<file path="src/logic/cfg_pkg.sv">
// Shared widths, register layout offsets and constants for the PCIe config-control block
package cfg_pkg;

    // --------------------------------------------------
    // Widths
    // --------------------------------------------------
    typedef logic [63:0] cmd_word_t;    // Host command word
    typedef logic [31:0] rsp_word_t;    // Read response word
    typedef logic [15:0] reg_addr_t;    // Byte address, bit 15 selects RW half
    typedef logic [15:0] half_t;
    typedef logic [31:0] dword_t;
    typedef logic [9:0]  dwaddr_t;
    typedef logic [3:0]  byte_en_t;
    typedef logic [31:0] period_t;

    // --------------------------------------------------
    // Register file layout
    // --------------------------------------------------
    localparam int RO_BITS   = 160;
    localparam int RW_BITS   = 160;
    localparam int REG_BYTES = RO_BITS / 8;

    // Read-only half, byte offsets
    localparam int RO_OFS_MAGIC    = 'h0;
    localparam int RO_OFS_BUSY     = 'h2;
    localparam int RO_OFS_COUNT    = 'h4;
    localparam int RO_OFS_RESULT   = 'h8;
    localparam int RO_OFS_RES_ADDR = 'hc;
    localparam int RO_OFS_PCIE_ID  = 'he;
    localparam int RO_OFS_ZERO     = 'h10;

    // Read-write half, byte offsets
    localparam int RW_OFS_MAGIC  = 'h0;
    localparam int RW_OFS_CTRL   = 'h2;
    localparam int RW_OFS_COUNT  = 'h4;
    localparam int RW_OFS_DATA   = 'h8;
    localparam int RW_OFS_ADDR   = 'hc;
    localparam int RW_OFS_PERIOD = 'h10;

    localparam half_t RO_MAGIC = 16'h2301;
    localparam half_t RW_MAGIC = 16'h6745;

    // Automatic write: status do-not-update, command register set
    localparam dwaddr_t CLEAR_DWADDR = 10'd1;
    localparam dword_t  CLEAR_DATA   = 32'hff000105;

    typedef enum logic [1:0] {
        ARB_IDLE,
        ARB_HOST,
        ARB_TIMER
    } arb_state_t;

endpackage
</file>
<file path="src/logic/cfg_top.sv">
// Top level of the PCIe config-control block; wires register file, timer and arbiter
`timescale 1ns/100ps

module cfg_top #(
    parameter cfg_pkg::period_t CLEAR_PERIOD_RESET = 62500
) (
    input  logic                clk_pcie,
    input  logic                rst,
    input  logic                i_cmd_valid,
    output logic                o_cmd_ready,
    input  cfg_pkg::cmd_word_t  i_cmd_data,
    output logic                o_rsp_valid,
    input  logic                i_rsp_ready,
    output cfg_pkg::rsp_word_t  o_rsp_data,
    input  logic [15:0]         i_pcie_id,
    output logic                o_cfg_mgmt_rd_en,
    output logic                o_cfg_mgmt_wr_en,
    output cfg_pkg::dwaddr_t    o_cfg_mgmt_dwaddr,
    output cfg_pkg::dword_t     o_cfg_mgmt_di,
    output cfg_pkg::byte_en_t   o_cfg_mgmt_byte_en,
    output logic                o_cfg_mgmt_wr_readonly,
    output logic                o_cfg_mgmt_wr_rw1c_as_rw,
    input  cfg_pkg::dword_t     i_cfg_mgmt_do,
    input  logic                i_cfg_mgmt_rd_wr_done
);

    // Host request path
    logic host_req_valid, host_req_write, host_readonly, host_rw1c, host_ready;
    cfg_pkg::dwaddr_t  host_dwaddr;
    cfg_pkg::dword_t   host_di;
    cfg_pkg::byte_en_t host_byte_en;

    // Timer path
    logic timer_req_valid, timer_ready, cmd_fire, clear_en, cmd_set_en;
    cfg_pkg::byte_en_t timer_byte_en;
    cfg_pkg::period_t  clear_period;

    // Arbiter status and result
    logic bus_busy, rd_busy, wr_busy, result_valid;
    cfg_pkg::dword_t   result_data;
    cfg_pkg::dwaddr_t  result_dwaddr;
    cfg_pkg::byte_en_t result_byte_en;

    cfg_regfile #(
        .CLEAR_PERIOD_RESET(CLEAR_PERIOD_RESET)
    ) u_regfile (
        .clk_pcie, .rst,
        .i_cmd_valid, .o_cmd_ready, .i_cmd_data,
        .o_rsp_valid, .i_rsp_ready, .o_rsp_data,
        .i_pcie_id,
        .i_bus_busy       (bus_busy),
        .i_rd_busy        (rd_busy),
        .i_wr_busy        (wr_busy),
        .i_host_ready     (host_ready),
        .i_result_valid   (result_valid),
        .i_result_data    (result_data),
        .i_result_dwaddr  (result_dwaddr),
        .i_result_byte_en (result_byte_en),
        .o_host_req_valid (host_req_valid),
        .o_host_req_write (host_req_write),
        .o_host_dwaddr    (host_dwaddr),
        .o_host_di        (host_di),
        .o_host_byte_en   (host_byte_en),
        .o_host_readonly  (host_readonly),
        .o_host_rw1c      (host_rw1c),
        .o_cmd_fire       (cmd_fire),
        .o_clear_en       (clear_en),
        .o_cmd_set_en     (cmd_set_en),
        .o_clear_period   (clear_period)
    );

    status_clear_timer u_timer (
        .clk_pcie, .rst,
        .i_cmd_fire     (cmd_fire),
        .i_bus_busy     (bus_busy),
        .i_clear_en     (clear_en),
        .i_cmd_set_en   (cmd_set_en),
        .i_clear_period (clear_period),
        .i_ready        (timer_ready),
        .o_req_valid    (timer_req_valid),
        .o_byte_en      (timer_byte_en)
    );

    cfg_mgmt_arbiter u_arbiter (
        .clk_pcie, .rst,
        .i_host_req_valid  (host_req_valid),
        .i_host_req_write  (host_req_write),
        .i_host_dwaddr     (host_dwaddr),
        .i_host_di         (host_di),
        .i_host_byte_en    (host_byte_en),
        .i_host_readonly   (host_readonly),
        .i_host_rw1c       (host_rw1c),
        .i_timer_req_valid (timer_req_valid),
        .i_timer_byte_en   (timer_byte_en),
        .i_cfg_mgmt_do, .i_cfg_mgmt_rd_wr_done,
        .o_host_ready      (host_ready),
        .o_timer_ready     (timer_ready),
        .o_bus_busy        (bus_busy),
        .o_rd_busy         (rd_busy),
        .o_wr_busy         (wr_busy),
        .o_result_valid    (result_valid),
        .o_result_data     (result_data),
        .o_result_dwaddr   (result_dwaddr),
        .o_result_byte_en  (result_byte_en),
        .o_cfg_mgmt_rd_en, .o_cfg_mgmt_wr_en,
        .o_cfg_mgmt_dwaddr, .o_cfg_mgmt_di, .o_cfg_mgmt_byte_en,
        .o_cfg_mgmt_wr_readonly, .o_cfg_mgmt_wr_rw1c_as_rw
    );

endmodule

</file>
<file path="src/logic/status_clear_timer.sv">
// Idle-cycle counter that requests the automatic command/status register write
`timescale 1ns/100ps

module status_clear_timer (
    input  logic                clk_pcie,
    input  logic                rst,
    input  logic                i_cmd_fire,
    input  logic                i_bus_busy,
    input  logic                i_clear_en,
    input  logic                i_cmd_set_en,
    input  cfg_pkg::period_t    i_clear_period,
    input  logic                i_ready,
    output logic                o_req_valid,
    output cfg_pkg::byte_en_t   o_byte_en
);

    cfg_pkg::period_t count_q;
    logic             enabled;
    logic             advance;

    assign enabled = i_clear_en | i_cmd_set_en;
    // Host traffic and bus activity hold the count
    assign advance = enabled & ~i_cmd_fire & ~i_bus_busy & ~o_req_valid;

    always_ff @(posedge clk_pcie) begin
        if (rst) begin
            count_q     <= '0;
            o_req_valid <= 1'b0;
        end else begin
            if (!enabled) begin
                count_q <= '0;
            end else if (advance) begin
                if (count_q > i_clear_period) begin
                    count_q     <= '0;
                    o_req_valid <= 1'b1;
                end else begin
                    count_q <= count_q + 1'b1;
                end
            end
            if (i_ready) begin
                o_req_valid <= 1'b0;
            end
        end
    end

    // Status byte only with clear enable, command bytes only with set enable
    always_ff @(posedge clk_pcie) begin
        if (advance && count_q > i_clear_period) begin
            o_byte_en <= {i_clear_en, 1'b0, i_cmd_set_en, i_cmd_set_en};
        end
    end

endmodule

</file>
<file path="src/logic/cfg_mgmt_arbiter.sv">
// Grants the core's config-management port to the host or the timer and runs the handshake
`timescale 1ns/100ps

module cfg_mgmt_arbiter (
    input  logic                clk_pcie,
    input  logic                rst,
    input  logic                i_host_req_valid,
    input  logic                i_host_req_write,
    input  cfg_pkg::dwaddr_t    i_host_dwaddr,
    input  cfg_pkg::dword_t     i_host_di,
    input  cfg_pkg::byte_en_t   i_host_byte_en,
    input  logic                i_host_readonly,
    input  logic                i_host_rw1c,
    input  logic                i_timer_req_valid,
    input  cfg_pkg::byte_en_t   i_timer_byte_en,
    input  cfg_pkg::dword_t     i_cfg_mgmt_do,
    input  logic                i_cfg_mgmt_rd_wr_done,
    output logic                o_host_ready,
    output logic                o_timer_ready,
    output logic                o_bus_busy,
    output logic                o_rd_busy,
    output logic                o_wr_busy,
    output logic                o_result_valid,
    output cfg_pkg::dword_t     o_result_data,
    output cfg_pkg::dwaddr_t    o_result_dwaddr,
    output cfg_pkg::byte_en_t   o_result_byte_en,
    output logic                o_cfg_mgmt_rd_en,
    output logic                o_cfg_mgmt_wr_en,
    output cfg_pkg::dwaddr_t    o_cfg_mgmt_dwaddr,
    output cfg_pkg::dword_t     o_cfg_mgmt_di,
    output cfg_pkg::byte_en_t   o_cfg_mgmt_byte_en,
    output logic                o_cfg_mgmt_wr_readonly,
    output logic                o_cfg_mgmt_wr_rw1c_as_rw
);

    cfg_pkg::arb_state_t state_q;
    logic rd_en_q;
    logic wr_en_q;

    assign o_host_ready  = (state_q == cfg_pkg::ARB_IDLE) & i_host_req_valid;    // Host first
    assign o_timer_ready = (state_q == cfg_pkg::ARB_IDLE) & ~i_host_req_valid & i_timer_req_valid;
    assign o_bus_busy    = state_q != cfg_pkg::ARB_IDLE;
    assign o_rd_busy     = rd_en_q;
    assign o_wr_busy     = wr_en_q;

    // Enables drop in the done cycle itself
    assign o_cfg_mgmt_rd_en = rd_en_q & ~i_cfg_mgmt_rd_wr_done;
    assign o_cfg_mgmt_wr_en = wr_en_q & ~i_cfg_mgmt_rd_wr_done;

    always_ff @(posedge clk_pcie) begin
        if (rst) begin
            state_q        <= cfg_pkg::ARB_IDLE;
            rd_en_q        <= 1'b0;
            wr_en_q        <= 1'b0;
            o_result_valid <= 1'b0;
        end else begin
            case (state_q)
                cfg_pkg::ARB_IDLE: begin
                    if (o_host_ready) begin
                        state_q        <= cfg_pkg::ARB_HOST;
                        rd_en_q        <= ~i_host_req_write;
                        wr_en_q        <= i_host_req_write;
                        o_result_valid <= 1'b0;
                    end else if (o_timer_ready) begin
                        state_q        <= cfg_pkg::ARB_TIMER;
                        wr_en_q        <= 1'b1;    // Timer only writes
                        o_result_valid <= 1'b0;
                    end
                end
                default: begin
                    if (i_cfg_mgmt_rd_wr_done) begin
                        state_q        <= cfg_pkg::ARB_IDLE;
                        rd_en_q        <= 1'b0;
                        wr_en_q        <= 1'b0;
                        o_result_valid <= 1'b1;
                    end
                end
            endcase
        end
    end

    // Request fields latched at grant, result at done
    always_ff @(posedge clk_pcie) begin
        if (o_host_ready) begin
            o_cfg_mgmt_dwaddr        <= i_host_dwaddr;
            o_cfg_mgmt_di            <= i_host_di;
            o_cfg_mgmt_byte_en       <= i_host_byte_en;
            o_cfg_mgmt_wr_readonly   <= i_host_readonly;
            o_cfg_mgmt_wr_rw1c_as_rw <= i_host_rw1c;
        end else if (o_timer_ready) begin
            o_cfg_mgmt_dwaddr        <= cfg_pkg::CLEAR_DWADDR;
            o_cfg_mgmt_di            <= cfg_pkg::CLEAR_DATA;
            o_cfg_mgmt_byte_en       <= i_timer_byte_en;
            o_cfg_mgmt_wr_readonly   <= 1'b0;
            o_cfg_mgmt_wr_rw1c_as_rw <= 1'b0;
        end
        if (o_bus_busy && i_cfg_mgmt_rd_wr_done) begin
            o_result_data    <= i_cfg_mgmt_do;
            o_result_dwaddr  <= o_cfg_mgmt_dwaddr;
            o_result_byte_en <= o_cfg_mgmt_byte_en;
        end
    end

    // Never both enables at once
    assert property (@(posedge clk_pcie) disable iff (rst)
        !(o_cfg_mgmt_rd_en && o_cfg_mgmt_wr_en));

endmodule

</file>
<file path="src/logic/cfg_regfile.sv">
// Host command decoder and register file; launches config requests and returns reads
`timescale 1ns/100ps

module cfg_regfile #(
    parameter cfg_pkg::period_t CLEAR_PERIOD_RESET = 62500
) (
    input  logic                clk_pcie,
    input  logic                rst,
    input  logic                i_cmd_valid,
    output logic                o_cmd_ready,
    input  cfg_pkg::cmd_word_t  i_cmd_data,
    output logic                o_rsp_valid,
    input  logic                i_rsp_ready,
    output cfg_pkg::rsp_word_t  o_rsp_data,
    input  logic [15:0]         i_pcie_id,
    input  logic                i_bus_busy,
    input  logic                i_rd_busy,
    input  logic                i_wr_busy,
    input  logic                i_host_ready,
    input  logic                i_result_valid,
    input  cfg_pkg::dword_t     i_result_data,
    input  cfg_pkg::dwaddr_t    i_result_dwaddr,
    input  cfg_pkg::byte_en_t   i_result_byte_en,
    output logic                o_host_req_valid,
    output logic                o_host_req_write,
    output cfg_pkg::dwaddr_t    o_host_dwaddr,
    output cfg_pkg::dword_t     o_host_di,
    output cfg_pkg::byte_en_t   o_host_byte_en,
    output logic                o_host_readonly,
    output logic                o_host_rw1c,
    output logic                o_cmd_fire,
    output logic                o_clear_en,
    output logic                o_cmd_set_en,
    output cfg_pkg::period_t    o_clear_period
);

    // Bit positions inside the RW half
    localparam int RD_START  = 8 * cfg_pkg::RW_OFS_CTRL;
    localparam int WR_START  = RD_START + 1;
    localparam int WAIT_CMPL = RD_START + 2;
    localparam int CLR_EN    = RD_START + 3;
    localparam int SET_EN    = RD_START + 4;
    localparam int ADDR_LSB  = 8 * cfg_pkg::RW_OFS_ADDR;

    logic [cfg_pkg::RW_BITS-1:0] rw_q;
    logic [cfg_pkg::RO_BITS-1:0] ro;
    logic [cfg_pkg::RO_BITS+15:0] rd_pad;   // Room for a 16-bit slice at the top byte

    cfg_pkg::reg_addr_t cmd_addr;
    cfg_pkg::half_t     cmd_value;
    cfg_pkg::half_t     cmd_mask;
    cfg_pkg::half_t     rd_half;
    logic               cmd_read;
    logic               cmd_write;
    logic               addr_hit;
    logic [7:0]         bit_base;

    // --------------------------------------------------
    // Command decode
    // --------------------------------------------------
    assign cmd_addr  = i_cmd_data[31:16];
    assign cmd_value = {i_cmd_data[55:48], i_cmd_data[63:56]};  // Byte swapped on the wire
    assign cmd_mask  = {i_cmd_data[39:32], i_cmd_data[47:40]};
    assign cmd_read  = o_cmd_fire & i_cmd_data[12];
    assign cmd_write = o_cmd_fire & i_cmd_data[13] & cmd_addr[15];
    assign addr_hit  = cmd_addr[14:0] < 15'(cfg_pkg::REG_BYTES);
    assign bit_base  = {cmd_addr[4:0], 3'b000};

    assign o_cmd_ready = ~(o_rsp_valid & ~i_rsp_ready) &
                         ~(rw_q[WAIT_CMPL] & (rw_q[RD_START] | rw_q[WR_START] | i_bus_busy));
    assign o_cmd_fire  = i_cmd_valid & o_cmd_ready;

    // --------------------------------------------------
    // Read-only half
    // --------------------------------------------------
    always_comb begin
        ro = '0;    // Also covers the zero field at +10
        ro[8*cfg_pkg::RO_OFS_MAGIC +: 16]     = cfg_pkg::RO_MAGIC;
        ro[8*cfg_pkg::RO_OFS_BUSY]            = i_rd_busy;
        ro[8*cfg_pkg::RO_OFS_BUSY + 1]        = i_wr_busy;
        ro[8*cfg_pkg::RO_OFS_COUNT +: 32]     = cfg_pkg::REG_BYTES;
        ro[8*cfg_pkg::RO_OFS_RESULT +: 32]    = i_result_data;
        ro[8*cfg_pkg::RO_OFS_RES_ADDR +: 10]  = i_result_dwaddr;
        ro[8*cfg_pkg::RO_OFS_RES_ADDR + 11]   = i_result_valid;
        ro[8*cfg_pkg::RO_OFS_RES_ADDR + 12 +: 4] = i_result_byte_en;
        ro[8*cfg_pkg::RO_OFS_PCIE_ID +: 16]   = i_pcie_id;
        ro[8*cfg_pkg::RO_OFS_ZERO +: 32]      = '0;
    end

    assign rd_pad  = {16'h0000, (cmd_addr[15] ? rw_q : ro)};
    assign rd_half = addr_hit ? rd_pad[bit_base +: 16] : '0;    // Beyond 20 bytes reads zero

    // --------------------------------------------------
    // Read-write half
    // --------------------------------------------------
    always_ff @(posedge clk_pcie) begin
        if (rst) begin
            rw_q                                    <= '0;
            rw_q[8*cfg_pkg::RW_OFS_MAGIC +: 16]     <= cfg_pkg::RW_MAGIC;
            rw_q[CLR_EN]                            <= 1'b1;
            rw_q[SET_EN]                            <= 1'b1;
            rw_q[8*cfg_pkg::RW_OFS_COUNT +: 32]     <= cfg_pkg::REG_BYTES;
            rw_q[ADDR_LSB + 12 +: 4]                <= 4'hf;
            rw_q[8*cfg_pkg::RW_OFS_PERIOD +: 32]    <= CLEAR_PERIOD_RESET;
        end else begin
            // Granted start bit clears; a new host write in the same cycle wins
            if (i_host_ready) begin
                if (rw_q[RD_START]) begin
                    rw_q[RD_START] <= 1'b0;
                end else begin
                    rw_q[WR_START] <= 1'b0;
                end
            end
            if (cmd_write && addr_hit) begin
                for (int i = 0; i < 16; i++) begin
                    if (cmd_mask[i] && (int'(bit_base) + i < cfg_pkg::RW_BITS)) begin
                        rw_q[int'(bit_base) + i] <= cmd_value[i];
                    end
                end
            end
        end
    end

    assign o_host_req_valid = rw_q[RD_START] | rw_q[WR_START];
    assign o_host_req_write = ~rw_q[RD_START];      // Read first if both set
    assign o_host_di        = rw_q[8*cfg_pkg::RW_OFS_DATA +: 32];
    assign o_host_dwaddr    = rw_q[ADDR_LSB +: 10];
    assign o_host_readonly  = rw_q[ADDR_LSB + 10];
    assign o_host_rw1c      = rw_q[ADDR_LSB + 11];
    assign o_host_byte_en   = rw_q[ADDR_LSB + 12 +: 4];
    assign o_clear_en       = rw_q[CLR_EN];
    assign o_cmd_set_en     = rw_q[SET_EN];
    assign o_clear_period   = rw_q[8*cfg_pkg::RW_OFS_PERIOD +: 32];

    // --------------------------------------------------
    // Response
    // --------------------------------------------------
    always_ff @(posedge clk_pcie) begin
        if (rst) begin
            o_rsp_valid <= 1'b0;
        end else if (cmd_read) begin
            o_rsp_valid <= 1'b1;
        end else if (i_rsp_ready) begin
            o_rsp_valid <= 1'b0;
        end
    end

    always_ff @(posedge clk_pcie) begin
        if (cmd_read) begin
            o_rsp_data <= {cmd_addr, rd_half[7:0], rd_half[15:8]};
        end
    end

    // A held response keeps its data until taken
    assert property (@(posedge clk_pcie) disable iff (rst)
        o_rsp_valid && !i_rsp_ready |=> o_rsp_valid && $stable(o_rsp_data));

endmodule

</file>
<file path="config.mk">
export PLATFORM = sky130hd
export DESIGN_NAME = cfg_top
export DESIGN_NICKNAME = d
export VERILOG_FILES = /design/src/logic/cfg_pkg.sv /design/src/logic/cfg_top.sv /design/src/logic/status_clear_timer.sv /design/src/logic/cfg_mgmt_arbiter.sv /design/src/logic/cfg_regfile.sv
export SDC_FILE = /design/constraint.sdc
export NUM_CORES = 1
export LEC_CHECK = 0
export ABC_AREA = 1
export BUFFER_PORTS_ARGS = -buffer_cell sky130_fd_sc_hd__buf_4
export CORE_AREA = 3 3 219 221
export DETAILED_ROUTE_END_ITERATION = 7
export DIE_AREA = 0 0 222 224
export SLEW_MARGIN = 25
export SYNTH_ARGS = -nofsm -noshare
export SYNTH_HDL_FRONTEND = slang
export SYNTH_SLANG_ARGS = --single-unit
export TNS_END_PERCENT = 1
</file>
<file path="constraint.sdc">
create_clock -name clk_pcie -period 7.03 [get_ports clk_pcie]
set_input_delay 0.3515 -clock clk_pcie [delete_from_list [all_inputs] [get_ports clk_pcie]]
set_output_delay 0.3515 -clock clk_pcie [all_outputs]
set_load 0.1 [all_outputs]
</file>
==> results.cfg <==
[synth]
synth_top_area_share_pct = 19.3
ys.warnings.count = 0
yosysMostFrequentCell = nand2_1
synth_common_cells = nand2_1, nand3_1, nor2_1
syn-instance-count = 3020
yosysSeqAreaShare_pct = 37.8
synth_area_um2 = 20700
synth_edf_count = 128
yosysUniqueCellTypes = 48
synth_area_leaders = dfxtp_1, edfxtp_1, nand2_1
synthFlopType = dfxtp_1
ys_async_sr_fraction_pct = 0
ys_ff_latch = 327
syn_area_per_cell_um2 = 6.85
synth_nets = 3170
synth_top_area_cell = dfxtp_1

[worst_setup_path]
critPathBufInv = 4
crit_top_cell = buf_4
critPathKind = in2reg
r2r_end = u_arbiter.o_cfg_mgmt_di[19]
critPathMaxFanout = 165
required_ns = 7.44
cp_cell_sequence = buf_4 -> nor2_2 -> nor2_1 -> nor3_2 -> nand4_1 -> nor2_4 -> buf_12 -> inv_4 -> buf_4 -> nand2_1 -> a21oi_1
worstSetupStartpointType = primary input
r2r_slack_ns = 3.50
cp.arrival_ns = 3.94
cp.depth = 11
crit_path_end = u_regfile.rw_q[16]
cpMaxStageDelayCell = inv_4
cp_top_family = buffers and inverters
regToRegStartpoint = u_arbiter.state_q[1]
crit_start = i_cmd_data[18]
endpoint_kind = flip-flop
rr_worst_depth = 6
worst_path_largest_cell_delay_ns = 0.77

[clock_tree]
clk_latency_ns = 0.57
clockBufferDepth = 3
path_clk_slew_ns = 0.06
cts_sinks = 327
cts_tree = built
h-tree-depth = 2
post-cts-setup-buffers = 0
ctsResizeCount = 0
cts_buffers = 41
clock-root-buffer = clkbuf_16

[global_routing]
use_met1_pct = 50.4
grt.met2_usage_pct = 50.9
grt_use_met3_pct = 7.98
grt-busiest-layer = met2
grt_pass1_wl_um = 133000
grt_max_degree = 166
grt_overflow = 0
track_usage_pct = 34.5
antenna_found_initial = 0
grt_pass1_vias = 20936

[routing]
num_vias = 22968
drtAntennaViolNets = 0
drt_iter0_drc = 3505
viasPerCell = 6.13
drt_pre_antenna_iters = 8
routedWlPerCell_um = 23.6
wl_um = 88500
drc = 0

[timing]
timing.final.crit_share_pct = 50.3
slew_headroom_pct = 26.8
fmax_mhz = 283
finalCriticalPeriod_ns = 3.54
slew_violations = 0
final-setup-viol-count = 0
grt_setup_unrepaired = false
hold_viol_final = 0
skew_ns = 0.0159
setup-tns-final_ns = 0
tightest_slew_ns = 1.10
whs_ns = 0.0564

[placement]
io_buffers = 186
place_hpwl_um = 62200
dp_cells = 3629
place_congestion = 0.960

[finish]
final_cells = 3745
area_delta_synth_final_pct = 15.4
num-fill-cells = 4531
diodes = 0
post-route-util_pct = 51.5
drive_gt1_share_pct = 11.1
num-nets-final = 3257

[floorplan]
io_pins = 201
die-area_um2 = 49700
rows = 79
core_um2 = 46400
initial_core_util_pct = 44.6
chipHeight_um = 224
die_w_um = 222

[power]
p_leak_nw = 8.34
power_density_nw_per_um2 = 194
vdd_ir_drop_max_v = 0.000206

[min_path]
hold_class = in2reg

[outcome]
status = finished clean

[run]
cap_violations = 0
-- kinds of logic (layout without fill, tap and decap cells) --
family	Yosys count	after routing	synth area share (%)
flip-flops	327	327	37.8
buffers and inverters	420	538	8.51
AO/OA/AOI/OAI	630	630	18.3
AND/OR/NAND/NOR	1591	1591	32.5
multiplexers	2	2	0.0967
XOR/XNOR	17	17	0.719
adder cells (fa/ha/maj)	33	33	2.00
-- worst min-delay path by stage --
stage                                    start                       endpoint  slack, ns  depth (start not counted)
3_3_place_gp   u_arbiter.o_cfg_mgmt_byte_en[3]  u_arbiter.o_result_byte_en[3]       0.44                          0
5_1_grt                         i_cmd_data[20]       u_regfile.o_rsp_data[20]       0.04                          1
6_report                        i_cmd_data[19]       u_regfile.o_rsp_data[19]       0.06                          1
3_5_place_dp   u_arbiter.o_cfg_mgmt_byte_en[3]  u_arbiter.o_result_byte_en[3]       0.44                          0
4_1_cts                         i_cmd_data[20]       u_regfile.o_rsp_data[20]       0.03                          1
2_1_floorplan                u_regfile.rw_q[0]              u_regfile.rw_q[0]       0.42                          2
-- per-layer routing --
layer	routed length (µm)	up-vias	share of wire, %
met5	0	-	0
met4	2740	0	3.1
met3	11200	194	13
met2	37200	1481	42
met1	37300	10838	42
li1	-	10455	-
-- sequential cells by signal (all words and copies together) (netlist names) --
register and flops:
u_arbiter.state_q 2, u_regfile.rw_q 160, u_arbiter.o_cfg_mgmt_wr_rw1c_as_rw 1, u_arbiter.o_wr_busy 1, u_arbiter.o_result_byte_en 4, u_timer.count_q 32, u_arbiter.o_cfg_mgmt_dwaddr 10, u_arbiter.o_rd_busy 1
u_regfile.o_rsp_valid 1, u_arbiter.o_cfg_mgmt_di 32, u_regfile.o_rsp_data 32, u_arbiter.o_cfg_mgmt_byte_en 4, u_arbiter.o_result_dwaddr 10, u_timer.o_req_valid 1, u_arbiter.o_result_data 32, u_arbiter.o_cfg_mgmt_wr_readonly 1
u_timer.o_byte_en 2, u_arbiter.o_result_valid 1
-- placed cells by master (no fill, tap or decap), types with 14 or more instances in the layout --
| cell | netlist | routed |
|---|---|---|
| o211ai_1 | 159 | 159 |
| nand2_1 | 903 | 902 |
| o21ai_0 | 161 | 161 |
| o2111ai_1 | 14 | 14 |
| or2_2 | 16 | 16 |
| clkbuf_16 | 0 | 43 |
| nand2_2 | 14 | 14 |
| buf_4 | 19 | 212 |
| dfxtp_1 | 199 | 199 |
| dlygate4sd3_1 | 0 | 42 |
| nor2_2 | 17 | 14 |
| inv_1 | 189 | 188 |
| nor2_1 | 206 | 203 |
| ha_1 | 33 | 33 |
| nand4_1 | 29 | 29 |
| a21oi_1 | 205 | 205 |
| nand3_1 | 379 | 379 |
| nor3_1 | 14 | 14 |
| o22ai_1 | 32 | 32 |
| edfxtp_1 | 128 | 128 |
-- repair_timing --
action                                 in CTS  in global routing
hold buffers                               42                  0
setup endpoints to repair                   0                  0
endpoints found under the hold margin      42                  0
-- area by class of cell --
cell class                 instances  area, µm²  share of cell area, %
tap                              607        759                   3.18
timing repair buffer             255       2030                   8.51
multi-input combinational       2273      11200                   46.7
sequential                       327       7830                   32.8
clock buffer                      52       1130                   4.73
clock inverter                    22        203                  0.848
inverter                         209        787                   3.29
-- power by group --
| group | total, mW | switching (mW) | internal, mW |
|---|---|---|---|
| Clock | 2.15 | 0.899 | 1.25 |
| Combinational | 0.510 | 0.388 | 0.122 |
| Sequential | 1.97 | 0.00402 | 1.97 |
| Total | 4.63 | 1.29 | 3.34 |
-- per-stage QoR --
step / worst slack [ns] / cell area (µm²) / total power, mW
floorplan: 2.41 / 20700 / 2.31
global placement: 3.11 / 22100 / 2.48
detailed placement: 3.12 / 22100 / 2.49
CTS: 3.46 / 23900 / 4.64
global route: 3.30 / 23900 / 4.75
finish: 3.49 / 23900 / 4.63
Note: power is estimated with default switching activity, not from simulation.
